$ cat src/include/pmp_config.svh
/* PMP unit build configuration
   Region count, checker channels and NAPOT granule size */
`ifndef PMP_CONFIG_SVH
`define PMP_CONFIG_SVH

// Number of implemented PMP regions
`define PMP_NUM_REGIONS 4

// Number of checker channels, e.g. I-side and D-side
`define PMP_NUM_CHAN 2

// NAPOT granule exponent
// 0 = 4 byte, 1 = 8 byte, 2 = 16 byte and so on
`define PMP_GRANULARITY 0

// Lowest address bit that takes part in matching
`define PMP_GRAN_LSB (`PMP_GRANULARITY + 2)

// Index widths, never narrower than one bit
`define PMP_REGION_IDX_W (($clog2(`PMP_NUM_REGIONS) > 0) ? $clog2(`PMP_NUM_REGIONS) : 1)
`define PMP_CHAN_IDX_W (($clog2(`PMP_NUM_CHAN) > 0) ? $clog2(`PMP_NUM_CHAN) : 1)

`endif

$ cat src/hw/priv_pkg.sv
/* Privilege levels and access types
   shared by the PMP checkers and the fault log */
`default_nettype none

package priv_pkg;

  // ----------------------------------------
  // Privilege modes
  // ----------------------------------------

  // Same encoding as mstatus.MPP, 2'b10 is reserved
  typedef enum logic [1:0] {
    PRIV_LVL_U = 2'b00,
    PRIV_LVL_S = 2'b01,
    PRIV_LVL_M = 2'b11
  } priv_lvl_e;

  // ----------------------------------------
  // Access types
  // ----------------------------------------

  // One access kind per request
  typedef enum logic [1:0] {
    PMP_ACC_EXEC  = 2'b00,
    PMP_ACC_WRITE = 2'b01,
    PMP_ACC_READ  = 2'b10
  } pmp_acc_e;

endpackage

`default_nettype wire

$ cat src/hw/pmp_pkg.sv
/* PMP configuration types
   Region cfg fields, address modes, mseccfg bits and CSR selects */
`default_nettype none

package pmp_pkg;

  // Address matching mode, same as the A field of pmpcfg
  typedef enum logic [1:0] {
    PMP_MODE_OFF   = 2'b00,
    PMP_MODE_TOR   = 2'b01,
    PMP_MODE_NA4   = 2'b10,
    PMP_MODE_NAPOT = 2'b11
  } pmp_mode_e;

  // One region cfg byte without the two reserved bits
  // Byte layout on the CSR port: L=7, A=4:3, X=2, W=1, R=0
  typedef struct packed {
    logic      lock;
    pmp_mode_e mode;
    logic      exec;
    logic      write;
    logic      read;
  } pmp_cfg_t;

  // Smepmp security bits
  // CSR port layout: RLB=2, MMWP=1, MML=0
  typedef struct packed {
    logic rlb;
    logic mmwp;
    logic mml;
  } pmp_mseccfg_t;

  // 34-bit physical address, Sv32 style
  typedef logic [33:0] pmp_addr_t;

  // Target of a CSR read or write
  typedef enum logic [1:0] {
    CSR_SEL_CFG     = 2'b00,
    CSR_SEL_ADDR    = 2'b01,
    CSR_SEL_MSECCFG = 2'b10
  } csr_sel_e;

endpackage

`default_nettype wire

$ cat src/hw/pmp_chan_if.sv
/* PMP channel interface
   One request stream and its registered verdict */
`timescale 1ns/1ps
`default_nettype none

interface pmp_chan_if;
  import priv_pkg::*;
  import pmp_pkg::*;

  // Request side, driven from the top level ports
  logic      req_valid;
  pmp_addr_t req_addr;
  pmp_acc_e  req_type;
  priv_lvl_e req_priv;

  // Response side, one cycle after the request
  logic      rsp_valid;
  logic      rsp_err;
  pmp_addr_t rsp_addr;
  pmp_acc_e  rsp_type;

  // Access checker view
  modport check (
    input  req_valid, req_addr, req_type, req_priv,
    output rsp_valid, rsp_err, rsp_addr, rsp_type
  );

  // Fault logger only watches responses
  modport log (
    input rsp_valid, rsp_err, rsp_addr, rsp_type
  );

endinterface

`default_nettype wire

$ cat src/hw/pmp_csr_file.sv
/* PMP CSR file
   Region cfg, address and mseccfg registers with lock rules and read-back */
`timescale 1ns/1ps
`include "pmp_config.svh"
`default_nettype none

module pmp_csr_file (
  input  logic                           clk_i,
  input  logic                           reset_i,
  input  logic                           csr_we_i,
  input  pmp_pkg::csr_sel_e              csr_sel_i,
  input  logic [`PMP_REGION_IDX_W-1:0]   csr_idx_i,
  input  logic [33:0]                    csr_wdata_i,
  output logic [33:0]                    csr_rdata_o,
  output pmp_pkg::pmp_cfg_t              cfg_o [`PMP_NUM_REGIONS],
  output pmp_pkg::pmp_addr_t             addr_o [`PMP_NUM_REGIONS],
  output pmp_pkg::pmp_mseccfg_t          mseccfg_o
);
  import pmp_pkg::*;

  // Register state
  pmp_cfg_t                    cfg_q [`PMP_NUM_REGIONS];
  pmp_addr_t                   addr_q [`PMP_NUM_REGIONS];
  pmp_mseccfg_t                mseccfg_q;

  // Write qualification
  logic [`PMP_NUM_REGIONS-1:0] addr_locked;
  logic                        idx_valid;
  logic                        cfg_wr_ok;
  logic                        addr_wr_ok;
  logic                        msec_wr;

  // Unpack a cfg byte, reserved bits 6:5 dropped
  function automatic pmp_cfg_t cfg_from_byte(logic [7:0] b);
    pmp_cfg_t c;
    c.lock  = b[7];
    c.mode  = pmp_mode_e'(b[4:3]);
    c.exec  = b[2];
    c.write = b[1];
    c.read  = b[0];
    return c;
  endfunction

  // Pack back, reserved bits read as zero
  function automatic logic [7:0] cfg_to_byte(pmp_cfg_t c);
    return {c.lock, 2'b00, c.mode, c.exec, c.write, c.read};
  endfunction

  // ----------------------------------------
  // Lock decode
  // ----------------------------------------

  // Address i is frozen by its own lock or by a locked TOR entry i+1
  for (genvar r = 0; r < `PMP_NUM_REGIONS; r++) begin : g_lock
    if (r < `PMP_NUM_REGIONS - 1) begin : g_mid
      assign addr_locked[r] = cfg_q[r].lock |
                              (cfg_q[r+1].lock & (cfg_q[r+1].mode == PMP_MODE_TOR));
    end else begin : g_last
      assign addr_locked[r] = cfg_q[r].lock;
    end
  end

  // Non power-of-two region counts leave holes in the index space
  assign idx_valid = 32'(csr_idx_i) < `PMP_NUM_REGIONS;

  // RLB bypasses every lock
  assign cfg_wr_ok  = csr_we_i & (csr_sel_i == CSR_SEL_CFG) & idx_valid &
                      (~cfg_q[csr_idx_i].lock | mseccfg_q.rlb);
  assign addr_wr_ok = csr_we_i & (csr_sel_i == CSR_SEL_ADDR) & idx_valid &
                      (~addr_locked[csr_idx_i] | mseccfg_q.rlb);
  assign msec_wr    = csr_we_i & (csr_sel_i == CSR_SEL_MSECCFG);

  // ----------------------------------------
  // Registers
  // ----------------------------------------

  always_ff @(posedge clk_i) begin
    if (reset_i) begin
      // All regions OFF and unlocked
      for (int r = 0; r < `PMP_NUM_REGIONS; r++) begin
        cfg_q[r]  <= '0;
        addr_q[r] <= '0;
      end
      mseccfg_q <= '0;
    end else begin
      if (cfg_wr_ok) begin
        cfg_q[csr_idx_i] <= cfg_from_byte(csr_wdata_i[7:0]);
      end
      if (addr_wr_ok) begin
        addr_q[csr_idx_i] <= csr_wdata_i;
      end
      if (msec_wr) begin
        // MML and MMWP are sticky, only reset clears them
        mseccfg_q.mml  <= mseccfg_q.mml  | csr_wdata_i[0];
        mseccfg_q.mmwp <= mseccfg_q.mmwp | csr_wdata_i[1];
        mseccfg_q.rlb  <= csr_wdata_i[2];
      end
    end
  end

  // ----------------------------------------
  // Read-back
  // ----------------------------------------

  always_comb begin
    csr_rdata_o = '0;
    case (csr_sel_i)
      CSR_SEL_CFG: begin
        if (idx_valid) csr_rdata_o = {26'd0, cfg_to_byte(cfg_q[csr_idx_i])};
      end
      CSR_SEL_ADDR: begin
        if (idx_valid) csr_rdata_o = addr_q[csr_idx_i];
      end
      CSR_SEL_MSECCFG: csr_rdata_o = {31'd0, mseccfg_q.rlb, mseccfg_q.mmwp, mseccfg_q.mml};
      default:         csr_rdata_o = '0;
    endcase
  end

  // Live configuration to every checker
  assign cfg_o     = cfg_q;
  assign addr_o    = addr_q;
  assign mseccfg_o = mseccfg_q;

endmodule

`default_nettype wire

$ cat src/hw/pmp_access_check.sv
/* PMP access checker for one channel
   Region match, basic and MML permission check, registered verdict */
`timescale 1ns/1ps
`include "pmp_config.svh"
`default_nettype none

module pmp_access_check (
  input  logic                   clk_i,
  input  logic                   reset_i,
  input  pmp_pkg::pmp_cfg_t      cfg_i [`PMP_NUM_REGIONS],
  input  pmp_pkg::pmp_addr_t     addr_i [`PMP_NUM_REGIONS],
  input  pmp_pkg::pmp_mseccfg_t  mseccfg_i,
  pmp_chan_if.check              chan
);
  import priv_pkg::*;
  import pmp_pkg::*;

  // Request fields
  pmp_addr_t                   req_addr;
  pmp_acc_e                    req_type;
  logic                        is_m;

  // Per-region decode
  pmp_addr_t                   region_start [`PMP_NUM_REGIONS];
  logic [33:`PMP_GRAN_LSB]     region_mask  [`PMP_NUM_REGIONS];
  logic [`PMP_NUM_REGIONS-1:0] na_hit;
  logic [`PMP_NUM_REGIONS-1:0] tor_hit;
  logic [`PMP_NUM_REGIONS-1:0] region_match;
  logic                        access_fault;

  // Plain R/W/X lookup
  function automatic logic basic_perm(pmp_cfg_t c, pmp_acc_e acc);
    case (acc)
      PMP_ACC_EXEC:  return c.exec;
      PMP_ACC_WRITE: return c.write;
      PMP_ACC_READ:  return c.read;
      default:       return 1'b0;
    endcase
  endfunction

  // Permission when mseccfg.MML is set
  function automatic logic mml_perm(pmp_cfg_t c, pmp_acc_e acc, logic m_mode);
    logic rd;
    logic wr;
    logic ex;
    rd = (acc == PMP_ACC_READ);
    wr = (acc == PMP_ACC_WRITE);
    ex = (acc == PMP_ACC_EXEC);
    if (!c.read && c.write) begin
      // Shared encodings, meaning picked by L and X
      case ({c.lock, c.exec})
        2'b00:   return rd | (wr & m_mode);
        2'b01:   return rd | wr;
        2'b10:   return ex;
        default: return ex | (rd & m_mode);
      endcase
    end else if (c.read && c.write && c.exec && c.lock) begin
      // Shared read-only for every mode
      return rd;
    end
    // Locked rules belong to M, unlocked to S/U
    return basic_perm(c, acc) & (m_mode ? c.lock : ~c.lock);
  endfunction

  assign req_addr = chan.req_addr;
  assign req_type = chan.req_type;
  assign is_m     = (chan.req_priv == PRIV_LVL_M);

  // ----------------------------------------
  // Region address decode
  // ----------------------------------------

  for (genvar r = 0; r < `PMP_NUM_REGIONS; r++) begin : g_region
    // TOR bottom is the previous entry, zero for entry 0
    if (r == 0) begin : g_first
      assign region_start[r] = (cfg_i[r].mode == PMP_MODE_TOR) ? '0 : addr_i[r];
    end else begin : g_rest
      assign region_start[r] = (cfg_i[r].mode == PMP_MODE_TOR) ? addr_i[r-1] : addr_i[r];
    end

    // NAPOT size from the trailing ones, each set bit opens one more mask bit
    always_comb begin : p_mask
      logic ones;
      ones = 1'b1;
      for (int b = `PMP_GRAN_LSB; b < 34; b++) begin
        if (b > 2) ones = ones & addr_i[r][b-1];
        region_mask[r][b] = (cfg_i[r].mode != PMP_MODE_NAPOT) | ~ones;
      end
    end

    // Compare only above the granule
    assign na_hit[r]  = ((req_addr[33:`PMP_GRAN_LSB] ^ region_start[r][33:`PMP_GRAN_LSB]) &
                         region_mask[r]) == '0;
    assign tor_hit[r] = (req_addr[33:`PMP_GRAN_LSB] >= region_start[r][33:`PMP_GRAN_LSB]) &
                        (req_addr[33:`PMP_GRAN_LSB] <  addr_i[r][33:`PMP_GRAN_LSB]);

    always_comb begin
      case (cfg_i[r].mode)
        PMP_MODE_TOR:   region_match[r] = tor_hit[r];
        PMP_MODE_NA4:   region_match[r] = na_hit[r];
        PMP_MODE_NAPOT: region_match[r] = na_hit[r];
        default:        region_match[r] = 1'b0;
      endcase
    end
  end

  // ----------------------------------------
  // Verdict
  // ----------------------------------------

  // Lowest matching entry wins, no match falls back to the default policy
  always_comb begin : p_verdict
    logic hit;
    hit          = 1'b0;
    access_fault = mseccfg_i.mmwp | ~is_m;
    for (int r = 0; r < `PMP_NUM_REGIONS; r++) begin
      if (!hit && region_match[r]) begin
        hit = 1'b1;
        if (mseccfg_i.mml) begin
          access_fault = ~mml_perm(cfg_i[r], req_type, is_m);
        end else if (is_m) begin
          // M mode only obeys locked entries
          access_fault = cfg_i[r].lock & ~basic_perm(cfg_i[r], req_type);
        end else begin
          access_fault = ~basic_perm(cfg_i[r], req_type);
        end
      end
    end
  end

  // Response one cycle after the request
  always_ff @(posedge clk_i) begin
    if (reset_i) begin
      chan.rsp_valid <= 1'b0;
      chan.rsp_err   <= 1'b0;
    end else begin
      chan.rsp_valid <= chan.req_valid;
      chan.rsp_err   <= chan.req_valid & access_fault;
    end
  end

  // Address and type ride along with the verdict
  always_ff @(posedge clk_i) begin
    if (chan.req_valid) begin
      chan.rsp_addr <= req_addr;
      chan.rsp_type <= req_type;
    end
  end

endmodule

`default_nettype wire

$ cat src/hw/pmp_fault_log.sv
/* PMP fault logger
   Captures the first faulting access of all channels until cleared */
`timescale 1ns/1ps
`include "pmp_config.svh"
`default_nettype none

module pmp_fault_log (
  input  logic                        clk_i,
  input  logic                        reset_i,
  input  logic                        fault_clear_i,
  pmp_chan_if.log                     chans [`PMP_NUM_CHAN],
  output logic                        fault_pending_o,
  output logic [`PMP_CHAN_IDX_W-1:0]  fault_chan_o,
  output pmp_pkg::pmp_addr_t          fault_addr_o,
  output priv_pkg::pmp_acc_e          fault_type_o
);
  import priv_pkg::*;
  import pmp_pkg::*;

  // Flattened channel responses
  logic [`PMP_NUM_CHAN-1:0]    chan_err;
  pmp_addr_t                   chan_addr [`PMP_NUM_CHAN];
  pmp_acc_e                    chan_type [`PMP_NUM_CHAN];

  // Priority select
  logic [`PMP_CHAN_IDX_W-1:0]  first_idx;
  logic                        capture;

  // ----------------------------------------
  // Gather responses
  // ----------------------------------------

  for (genvar c = 0; c < `PMP_NUM_CHAN; c++) begin : g_gather
    assign chan_err[c]  = chans[c].rsp_valid & chans[c].rsp_err;
    assign chan_addr[c] = chans[c].rsp_addr;
    assign chan_type[c] = chans[c].rsp_type;
  end

  // Fixed priority, channel 0 highest
  always_comb begin
    first_idx = '0;
    for (int c = `PMP_NUM_CHAN - 1; c >= 0; c--) begin
      if (chan_err[c]) first_idx = c[`PMP_CHAN_IDX_W-1:0];
    end
  end

  // A clear in the same cycle frees the slot for the new fault
  assign capture = (|chan_err) & (~fault_pending_o | fault_clear_i);

  // ----------------------------------------
  // Fault record
  // ----------------------------------------

  always_ff @(posedge clk_i) begin
    if (reset_i) begin
      fault_pending_o <= 1'b0;
    end else if (capture) begin
      fault_pending_o <= 1'b1;
    end else if (fault_clear_i) begin
      fault_pending_o <= 1'b0;
    end
  end

  // Record is frozen while pending
  always_ff @(posedge clk_i) begin
    if (capture) begin
      fault_chan_o <= first_idx;
      fault_addr_o <= chan_addr[first_idx];
      fault_type_o <= chan_type[first_idx];
    end
  end

endmodule

`default_nettype wire

$ cat src/hw/pmp_unit.sv
/* PMP unit top level
   CSR file, per-channel access checkers and shared fault log */
`timescale 1ns/1ps
`include "pmp_config.svh"
`default_nettype none

module pmp_unit (
  input  logic                          clk_i,
  input  logic                          reset_i,
  // CSR access
  input  logic                          csr_we_i,
  input  pmp_pkg::csr_sel_e             csr_sel_i,
  input  logic [`PMP_REGION_IDX_W-1:0]  csr_idx_i,
  input  logic [33:0]                   csr_wdata_i,
  output logic [33:0]                   csr_rdata_o,
  // Requests, one entry per channel
  input  logic [`PMP_NUM_CHAN-1:0]      req_valid_i,
  input  pmp_pkg::pmp_addr_t            req_addr_i [`PMP_NUM_CHAN],
  input  priv_pkg::pmp_acc_e            req_type_i [`PMP_NUM_CHAN],
  input  priv_pkg::priv_lvl_e           req_priv_i [`PMP_NUM_CHAN],
  // Responses
  output logic [`PMP_NUM_CHAN-1:0]      rsp_valid_o,
  output logic [`PMP_NUM_CHAN-1:0]      rsp_err_o,
  // Fault log
  input  logic                          fault_clear_i,
  output logic                          fault_pending_o,
  output logic [`PMP_CHAN_IDX_W-1:0]    fault_chan_o,
  output pmp_pkg::pmp_addr_t            fault_addr_o,
  output priv_pkg::pmp_acc_e            fault_type_o
);
  import pmp_pkg::*;

  // Configuration fanned out to all checkers
  pmp_cfg_t     cfg [`PMP_NUM_REGIONS];
  pmp_addr_t    addr [`PMP_NUM_REGIONS];
  pmp_mseccfg_t mseccfg;

  pmp_chan_if chan_if [`PMP_NUM_CHAN] ();

  pmp_csr_file u_csr_file (
    .clk_i       (clk_i),
    .reset_i     (reset_i),
    .csr_we_i    (csr_we_i),
    .csr_sel_i   (csr_sel_i),
    .csr_idx_i   (csr_idx_i),
    .csr_wdata_i (csr_wdata_i),
    .csr_rdata_o (csr_rdata_o),
    .cfg_o       (cfg),
    .addr_o      (addr),
    .mseccfg_o   (mseccfg)
  );

  // ----------------------------------------
  // Checker array
  // ----------------------------------------

  for (genvar c = 0; c < `PMP_NUM_CHAN; c++) begin : g_chan
    assign chan_if[c].req_valid = req_valid_i[c];
    assign chan_if[c].req_addr  = req_addr_i[c];
    assign chan_if[c].req_type  = req_type_i[c];
    assign chan_if[c].req_priv  = req_priv_i[c];

    assign rsp_valid_o[c] = chan_if[c].rsp_valid;
    assign rsp_err_o[c]   = chan_if[c].rsp_err;

    pmp_access_check u_check (
      .clk_i     (clk_i),
      .reset_i   (reset_i),
      .cfg_i     (cfg),
      .addr_i    (addr),
      .mseccfg_i (mseccfg),
      .chan      (chan_if[c])
    );
  end

  pmp_fault_log u_fault_log (
    .clk_i           (clk_i),
    .reset_i         (reset_i),
    .fault_clear_i   (fault_clear_i),
    .chans           (chan_if),
    .fault_pending_o (fault_pending_o),
    .fault_chan_o    (fault_chan_o),
    .fault_addr_o    (fault_addr_o),
    .fault_type_o    (fault_type_o)
  );

endmodule

`default_nettype wire

$ cat config.mk
export PLATFORM = sky130hd
export DESIGN_NAME = pmp_unit
export DESIGN_NICKNAME = d
export VERILOG_FILES = /design/src/hw/priv_pkg.sv /design/src/hw/pmp_pkg.sv /design/src/hw/pmp_chan_if.sv /design/src/hw/pmp_csr_file.sv /design/src/hw/pmp_access_check.sv /design/src/hw/pmp_fault_log.sv /design/src/hw/pmp_unit.sv
export VERILOG_INCLUDE_DIRS = /design/src /design/src/include
export SDC_FILE = /design/constraint.sdc
export NUM_CORES = 2
export LEC_CHECK = 0
export BUFFER_PORTS_ARGS = -buffer_cell sky130_fd_sc_hd__buf_4
export CAP_MARGIN = 30
export CORE_UTILIZATION = 55
export DETAILED_ROUTE_END_ITERATION = 12
export PLACE_DENSITY_LB_ADDON = 0.1
export SLEW_MARGIN = 20
export SYNTH_ARGS = -nofsm -noshare
export SYNTH_HDL_FRONTEND = slang
export SYNTH_SLANG_ARGS = --single-unit
$ cat constraint.sdc
create_clock -name clk_i -period 8.2 [get_ports clk_i]
set_input_delay 0.82 -clock clk_i [delete_from_list [all_inputs] [get_ports clk_i]]
set_output_delay 0.82 -clock clk_i [all_outputs]
set_load 0.01 [all_outputs]
Yosys cells after proc, flatten, opt, wreduce, memory -nomap -nowiden

Cells that the tools add are included.

Memory bits (writable): 0
Register bits after elaboration: 277
Memory bits (read-only): 0
Memories kept: 0
Bits in latches: 0
Word-level logic and storage cells: 844
Output and inout port bits: 76
Input bits: 120

Shifts and indexed selects: 0
Order comparisons: 20
Mux-type cells: 223
$mul: 0
Add/sub/neg operators: 0
Eq/ne operators: 32
Reductions and logical operators: 54
Bitwise gates (word level): 476
Divide/modulo/power cells: 0

Operator list:

| operator           | count |
|---|---|
| $mux 34            | 10 |
| $and 32x32->32     | 8 |
| $ge 32x32->1       | 8 |
| $logic_not 32->1   | 8 |
| $lt 32x32->1       | 8 |
| $xor 32x32->32     | 8 |
| $mux 1             | 175 |
| $and 1x1->1        | 161 |
| $not 1->1          | 157 |
| $or 1x1->1         | 140 |
| $bwmux 136         | 1 |
| $pmux 34 s3        | 1 |
| $bmux 34 s2        | 1 |
| $demux 34 s2       | 1 |
| $pmux 1 s3         | 16 |
| $eq 2x2->1 const B | 17 |
| $bwmux 24          | 1 |
| $logic_and 1x1->1  | 23 |
| $eq 2x1->1 const B | 11 |
| $mux 6             | 3 |
| $pmux 1 s2         | 8 |
| $logic_not 2->1    | 7 |
| $bmux 6 s2         | 1 |
| $demux 6 s2        | 1 |
| 12 further kinds   | 30 |

Longest topological paths before layout

Word-level depth: 56
Gate-level depth with buffers: 16
Gate-level depth less buffers: 13

Modules after synthesis

From an unflattened synthesis, not the netlist that was laid out.

Cell total of the unflattened synthesis: 3497
Area, all modules: 29384.4 µm²

By module, submodules not included:

| module                                | area an instance (µm²) | times used | seq. area each (µm²) | cells each |
|---|---|---|---|---|
| pmp_access_check at g_chan[0].u_check | 9959.6                 | 1          | 1121.1               | 1358 |
| pmp_access_check at g_chan[1].u_check | 9937.0                 | 1          | 1121.1               | 1363 |
| pmp_csr_file                          | 7728.7                 | 1          | 3263.1               | 688 |
| pmp_fault_log                         | 1729.2                 | 1          | 1131.1               | 84 |
| pmp_unit                              | 30.0                   | 1          | 0.0                  | 4 |

Least setup slack after synthesis

OpenSTA, ideal clock, no wires.

Kind: reg2reg
Start: reg u_csr_file.cfg_q, in the netlist u_csr_file.cfg_o[15]
End: reg g_chan[1].u_check.chan.rsp_err
Path buffers: 3
Data required time: 8071 ps
Slack: 4506 ps
Setup time: 129 ps
Arrival: 3565 ps
Clock period less this slack: 3694 ps
Cell stages (with the launch flop): 17
Cell sequence: dfxtp_1 -> buf_6 -> nor2b_1 -> clkbuf_1 -> clkbuf_1 -> nor2_1 -> a21oi_1 -> ha_1 -> a21o_1 -> a2111oi_0 -> o21ai_0 -> a221o_1 -> a211o_1 -> o211ai_1 -> and2_4 -> nor4bb_1 -> a311oi_1

Longest elaborated chain between the ends: 15
Elaborated cells on any way between the ends: 54
Classes of those cells: 1 x order compare; 4 x eq/ne; 7 x mux; 35 x bitwise; 7 x reduce/logical

Ends and longest elaborated chain:

| element                                              | RTL line                | source |
|---|---|---|
| start, declared                                      | pmp_csr_file.sv:22      | `` pmp_cfg_t cfg_q [`PMP_NUM_REGIONS]; `` |
| start signal, assigned by index                      | pmp_csr_file.sv:87      | `cfg_q[csr_idx_i] <= cfg_from_byte(csr_wdata_i[7:0]);` |
| branches (longest 5 deep; another with $ge 32x32->1) | -                       |  |
| $pmux 1 s2 *                                         | pmp_access_check.sv:98  | `case (cfg_i[r].mode)` |
| $logic_and 1x1->1 *                                  | pmp_access_check.sv:117 | `if (!hit && region_match[r]) begin` |
| $mux 1                                               | pmp_access_check.sv:117 |  |
| $logic_not 1->1                                      | pmp_access_check.sv:117 |  |
| $logic_and 1x1->1                                    | pmp_access_check.sv:117 |  |
| $mux 1                                               | pmp_access_check.sv:117 |  |
| $logic_not 1->1                                      | pmp_access_check.sv:117 |  |
| $logic_and 1x1->1                                    | pmp_access_check.sv:117 |  |
| $mux 1 *                                             | pmp_access_check.sv:117 |  |
| $and 1x1->1 *                                        | pmp_access_check.sv:138 | `chan.rsp_err <= chan.req_valid & access_fault;` |
| end signal, assigned                                 | pmp_access_check.sv:138 |  |
| end, declared                                        | pmp_chan_if.sv:25       | `output rsp_valid, rsp_err, rsp_addr, rsp_type` |

Mark *: on every way between the ends.
A chain may end at the register's enable or synchronous reset.

Worst setup path after layout

Start: reg u_csr_file.cfg_q, in the netlist u_csr_file.cfg_o[22]
End: reg g_chan[0].u_check.chan.rsp_err

Longest elaborated chain between the ends: 17
Elaborated cells on any way between the ends: 57
Classes of those cells: 1 x order compare; 4 x eq/ne; 9 x mux; 35 x bitwise; 8 x reduce/logical

Ends and longest elaborated chain:

| element                                              | RTL line |
|---|---|
| branches (longest 5 deep; another with $ge 32x32->1) | - |
| $pmux 1 s2 *                                         | pmp_access_check.sv:98 |
| $mux 1                                               | pmp_access_check.sv:117 |
| $logic_not 1->1                                      | pmp_access_check.sv:117 |
| $logic_and 1x1->1                                    | pmp_access_check.sv:117 |
| $mux 1                                               | pmp_access_check.sv:117 |
| $logic_not 1->1                                      | pmp_access_check.sv:117 |
| $logic_and 1x1->1                                    | pmp_access_check.sv:117 |
| $mux 1                                               | pmp_access_check.sv:117 |
| $logic_not 1->1                                      | pmp_access_check.sv:117 |
| $logic_and 1x1->1                                    | pmp_access_check.sv:117 |
| $mux 1 *                                             | pmp_access_check.sv:117 |
| $and 1x1->1 *                                        | pmp_access_check.sv:138 |
| end signal, assigned                                 | pmp_access_check.sv:138 |
| end, declared                                        | pmp_chan_if.sv:25 |

Marks and branches as above.

==> key figures <==
Yosys
  – Net count of the mapped netlist: 3861
  – Synth Area in Compound Gates: 21.41%
  – Ys flop type: sky130_fd_sc_hd__dfxtp_1
  – Main combinational cell family by area after synthesis: adder cells
  – Mean instance size in the synthesized netlist: 8.395 um2
  – Distinct cell type count after synthesis: between 90 and 100
  – Multiplexer fraction of the synthesized cell area: 6.599%
  – Flip-flop and latch count after synthesis: 277
  – Sequential fraction of the synthesis area: 24.53%
  – Share of the synthesized netlist area taken by xor and xnor gates: less than 1%
  – Adder-cell share of the synthesized area: between 20% and 30%
  – Number of enable flip-flop cells after synthesis: 109
  – Summed instance area of the synthesized netlist: 27060 um2
  – Share of flip-flops with an asynchronous set or reset: 0%
  – Simple logic cell fraction of the synthesized area: a little under a fifth
  – Number of instances in the synthesized netlist: 3223
  – Yosys warnings: 0

Floorplanning
  – Die height: 223.8 um
  – Count of boundary I/O pins: 196
  – Starting density of the core: between 50% and 60%
  – Die W: 223.8 um
  – Area of the die: ~50000 um2
  – Core area: a little under 50000 um2
  – # rows: 80

Placed design
  – Global placer's final weighted congestion: 1.122
  – Detailed placement HPWL: 95970 um
  – Port-buffer cells: 195
  – Dpl cells: 3956
  – Post-Place Setup Slack: about 3.3 ns

Routing
  – Detail-routed via count per cell: between 7 and 8
  – Starting DRC count in detailed routing: roughly 4400
  – Routed wire length: about 120000 um
  – Total vias in the final route: 28800
  – Detailed-routing iteration count for the pre-antenna-repair pass: 9
  – Average detailed-routed wire length per instance: roughly 31 um
  – DRC Markers: 0
  – Post-detailed-route count of antenna-violating nets: 0

Timing
  – Portion of the clock cycle consumed by the worst path in the final layout: 64.28%
  – Setup_tns: 0 ns
  – Clock Skews: around 0.030 ns
  – Transition at the pin with the smallest max-transition slack: approximately 1.1 ns
  – Count of endpoints failing hold in the final timing report: 0
  – Unrepaired setup endpoints after global routing: false
  – Slack of the critical path: 2.929 ns
  – Min Tclk post-route: 5.271 ns
  – Upper clock frequency limit: 189.7 MHz
  – Max Slew Vio Count: 0
  – Slew Limit Headroom: 26.90%
  – Tightest hold margin: 0.3911 ns
  – Number of setup violations in the final report: 0

Global route
  – Antenna violations before repair: 3
  – Number of global-route vias before repair: 27980
  – Pin count of the biggest net entering global routing: 62
  – Gr ovfl total: 0
  – Overall Global Routing Usage: about 48%
  – First-pass GRT wire length: 176800 um

Setup path
  – Crit path arrival time: 5.83 ns
  – Critical path fanouts, max: 18
  – Data required time at the worst endpoint: 8.75 ns
  – R2r setup slk: around 2.9 ns
  – Crit path launch: u_csr_file.cfg_o[22]$_SDFFE_PP0P_
  – Reg2reg start: u_csr_file.cfg_o[22]$_SDFFE_PP0P_
  – Crit start category: register
  – Worst Setup Path Type: register to register
  – Kind of end point of the critical path: register

Clock tree
  – Library cell used as clock root buffer: sky130_fd_sc_hd__clkbuf_16
  – Number of buffers created by CTS: 30
  – Count of instances resized after the clock tree is built: 0
  – Worst-Skew Late Latency: between 0.6 and 0.7 ns
  – Post-CTS Repair Setup Buffers: 0
  – Clock Pin Slew Worst Setup and Hold Paths: 0.06 ns
  – Buffer levels on the longest clock path: 3
  – Number of clock sinks: 277
  – CTS tree: yes
  – CTS Hold Buffers Added: 0
  – Number of H-tree levels: 1

Layout
  – Fillers: 4069
  – P&R area growth vs syn: 11.51%
  – Number of non-filler instances in the completed layout: between 4000 and 5000
  – Layout cells sized above 1: between 10 and 15%
  – Area occupied by multi-input gates: 19280 um2
  – Total Nets Final: 3972
  – Sequential standard cell area: 6636 um2

Worst hold path
  – Worst Hold Launch: req_addr_i[34]
  – Type of the worst min-delay path: input port to register

Power and ir drop
  – Max VDD drop: 0.1801 mV
  – Power density normalized to cell area: 126.7 nW/um2
  – Leakage power of the design: 0.01118 uW

Job
  – # Max-Cap Violations: 0

Outcome
  – Outcome: complete, no violations
-- power breakdown --
| part | switching [uW] | leakage (uW) | internal [uW] |
|---|---|---|---|
| clock network | 630 | 0.000514 | 850 |
| registers | 37.5 | 0.00240 | 1480 |
| logic | 515 | 0.00827 | 309 |
| total | 1180 | 0.0112 | 2640 |
-- cells by family (layout without fill, tap and decap cells) --
kind of cell	after synthesis	in the layout
xor gates and xnor gates	6	6
other	0	2
muxes	119	119
adders and majority gates	518	518
AOI/OAI and AO/OA	933	933
DFF	277	277
buffers and inverters	302	436
and+or+nand+nor	1068	1068
-- cell usage in the layout, fill, tap and decap left out, types with 46 or more instances in the layout --
master	n
sky130_fd_sc_hd__ha_1	518
sky130_fd_sc_hd__nand2_1	458
sky130_fd_sc_hd__a21oi_1	406
sky130_fd_sc_hd__nor2_1	227
sky130_fd_sc_hd__buf_4	225
sky130_fd_sc_hd__dfxtp_1	168
sky130_fd_sc_hd__inv_1	151
sky130_fd_sc_hd__o21ai_0	126
sky130_fd_sc_hd__edfxtp_1	109
sky130_fd_sc_hd__nand4_1	73
sky130_fd_sc_hd__a21o_1	70
sky130_fd_sc_hd__nand3_1	58
sky130_fd_sc_hd__o22ai_1	46
-- final cells by class --
type | count | area share, %
Multi-Input combinational cell | 2644 | 63.89
Sequential cell | 277 | 21.99
Timing Repair Buffer | 229 | 5.963
Clock buffer | 38 | 2.753
Tap cell | 656 | 2.720
Inverter | 152 | 1.891
Clock inverter | 17 | 0.7713
Antenna cell | 2 | 0.01659
-- metal layers --
metal / GRT usage [%] / up-vias / wire [um]
met5: 0 / - / 9
met4: 30.51 / 2 / 9321
met3: 15.46 / 585 / 17000
met2: 72.99 / 2240 / 51990
met1: 58.07 / 13620 / 44500
li1: - / 12350 / -
-- sequential cells by signal (all words and copies together), names as in the netlist, 3 cells and up --
signal	cells
u_csr_file.addr_o	136
g_chan.u_check.chan.rsp_addr	68
u_fault_log.fault_addr_o	34
u_csr_file.cfg_o	24
g_chan.u_check.chan.rsp_type	4
u_csr_file.mseccfg_o	3
-- through the flow --
stage,utilization (%),cell area [um2],total power (uW)
2_1_floorplan,-,27060,1973
3_3_place_gp,60.21,28990,2303
3_5_place_dp,60.38,29070,2331
4_1_cts,62.59,30130,3777
5_1_grt,62.67,30170,3916
6_report,62.67,30170,3824
-- path summary, 6_finish.rpt --
check                                                  to  cells after the start
max             g_chan[0].u_check.chan.rsp_err$_SDFF_PP0_                     13
min          g_chan[0].u_check.chan.rsp_addr[0]$_DFFE_PP_                      1
min reg2reg           u_csr_file.addr_o[103]$_SDFFE_PP0P_                      2
max reg2reg     g_chan[0].u_check.chan.rsp_err$_SDFF_PP0_                     13
-- cells in the mapped netlist (all sizes together) (22+ instances only) --
library cell / n / share of area (%)
ha: 518 / 24
nand2: 458 / 6.4
a21oi: 407 / 7.5
nor2: 230 / 3.2
dfxtp: 168 / 12
inv: 152 / 2.1
o21ai: 128 / 2.4
clkbuf: 119 / 1.7
edfxtp: 109 / 12
nand4: 80 / 2.1
a21o: 70 / 1.9
nand3: 60 / 1.2
nor4: 50 / 1.4
o22ai: 46 / 1.1
a211oi: 43 / 1.2
mux4: 43 / 3.6
mux2: 39 / 1.6
a31oi: 37 / 0.86
mux2i: 37 / 1.4
and2: 36 / 0.84
nor3: 33 / 0.65
buf: 31 / 0.70
o211ai: 29 / 0.80
nand2b: 26 / 0.60
a2111oi: 23 / 0.77
nor2b: 22 / 0.51
-- critical path, cell delays in order, from the launching register on --
cell	delay, ns
sky130_fd_sc_hd__dfxtp_1	0.71
sky130_fd_sc_hd__or2b_1	0.60
sky130_fd_sc_hd__buf_4	0.37
sky130_fd_sc_hd__nand2_1	0.14
sky130_fd_sc_hd__ha_1	0.43
sky130_fd_sc_hd__o22ai_1	0.13
sky130_fd_sc_hd__a211oi_1	0.38
sky130_fd_sc_hd__nand4_1	0.23
sky130_fd_sc_hd__nor4_1	0.70
sky130_fd_sc_hd__nand4_1	0.36
sky130_fd_sc_hd__or4b_1	0.56
sky130_fd_sc_hd__o21ai_2	0.19
sky130_fd_sc_hd__nor4_1	0.14
sky130_fd_sc_hd__a211oi_2	0.22
(Power assumes the default switching activity.)
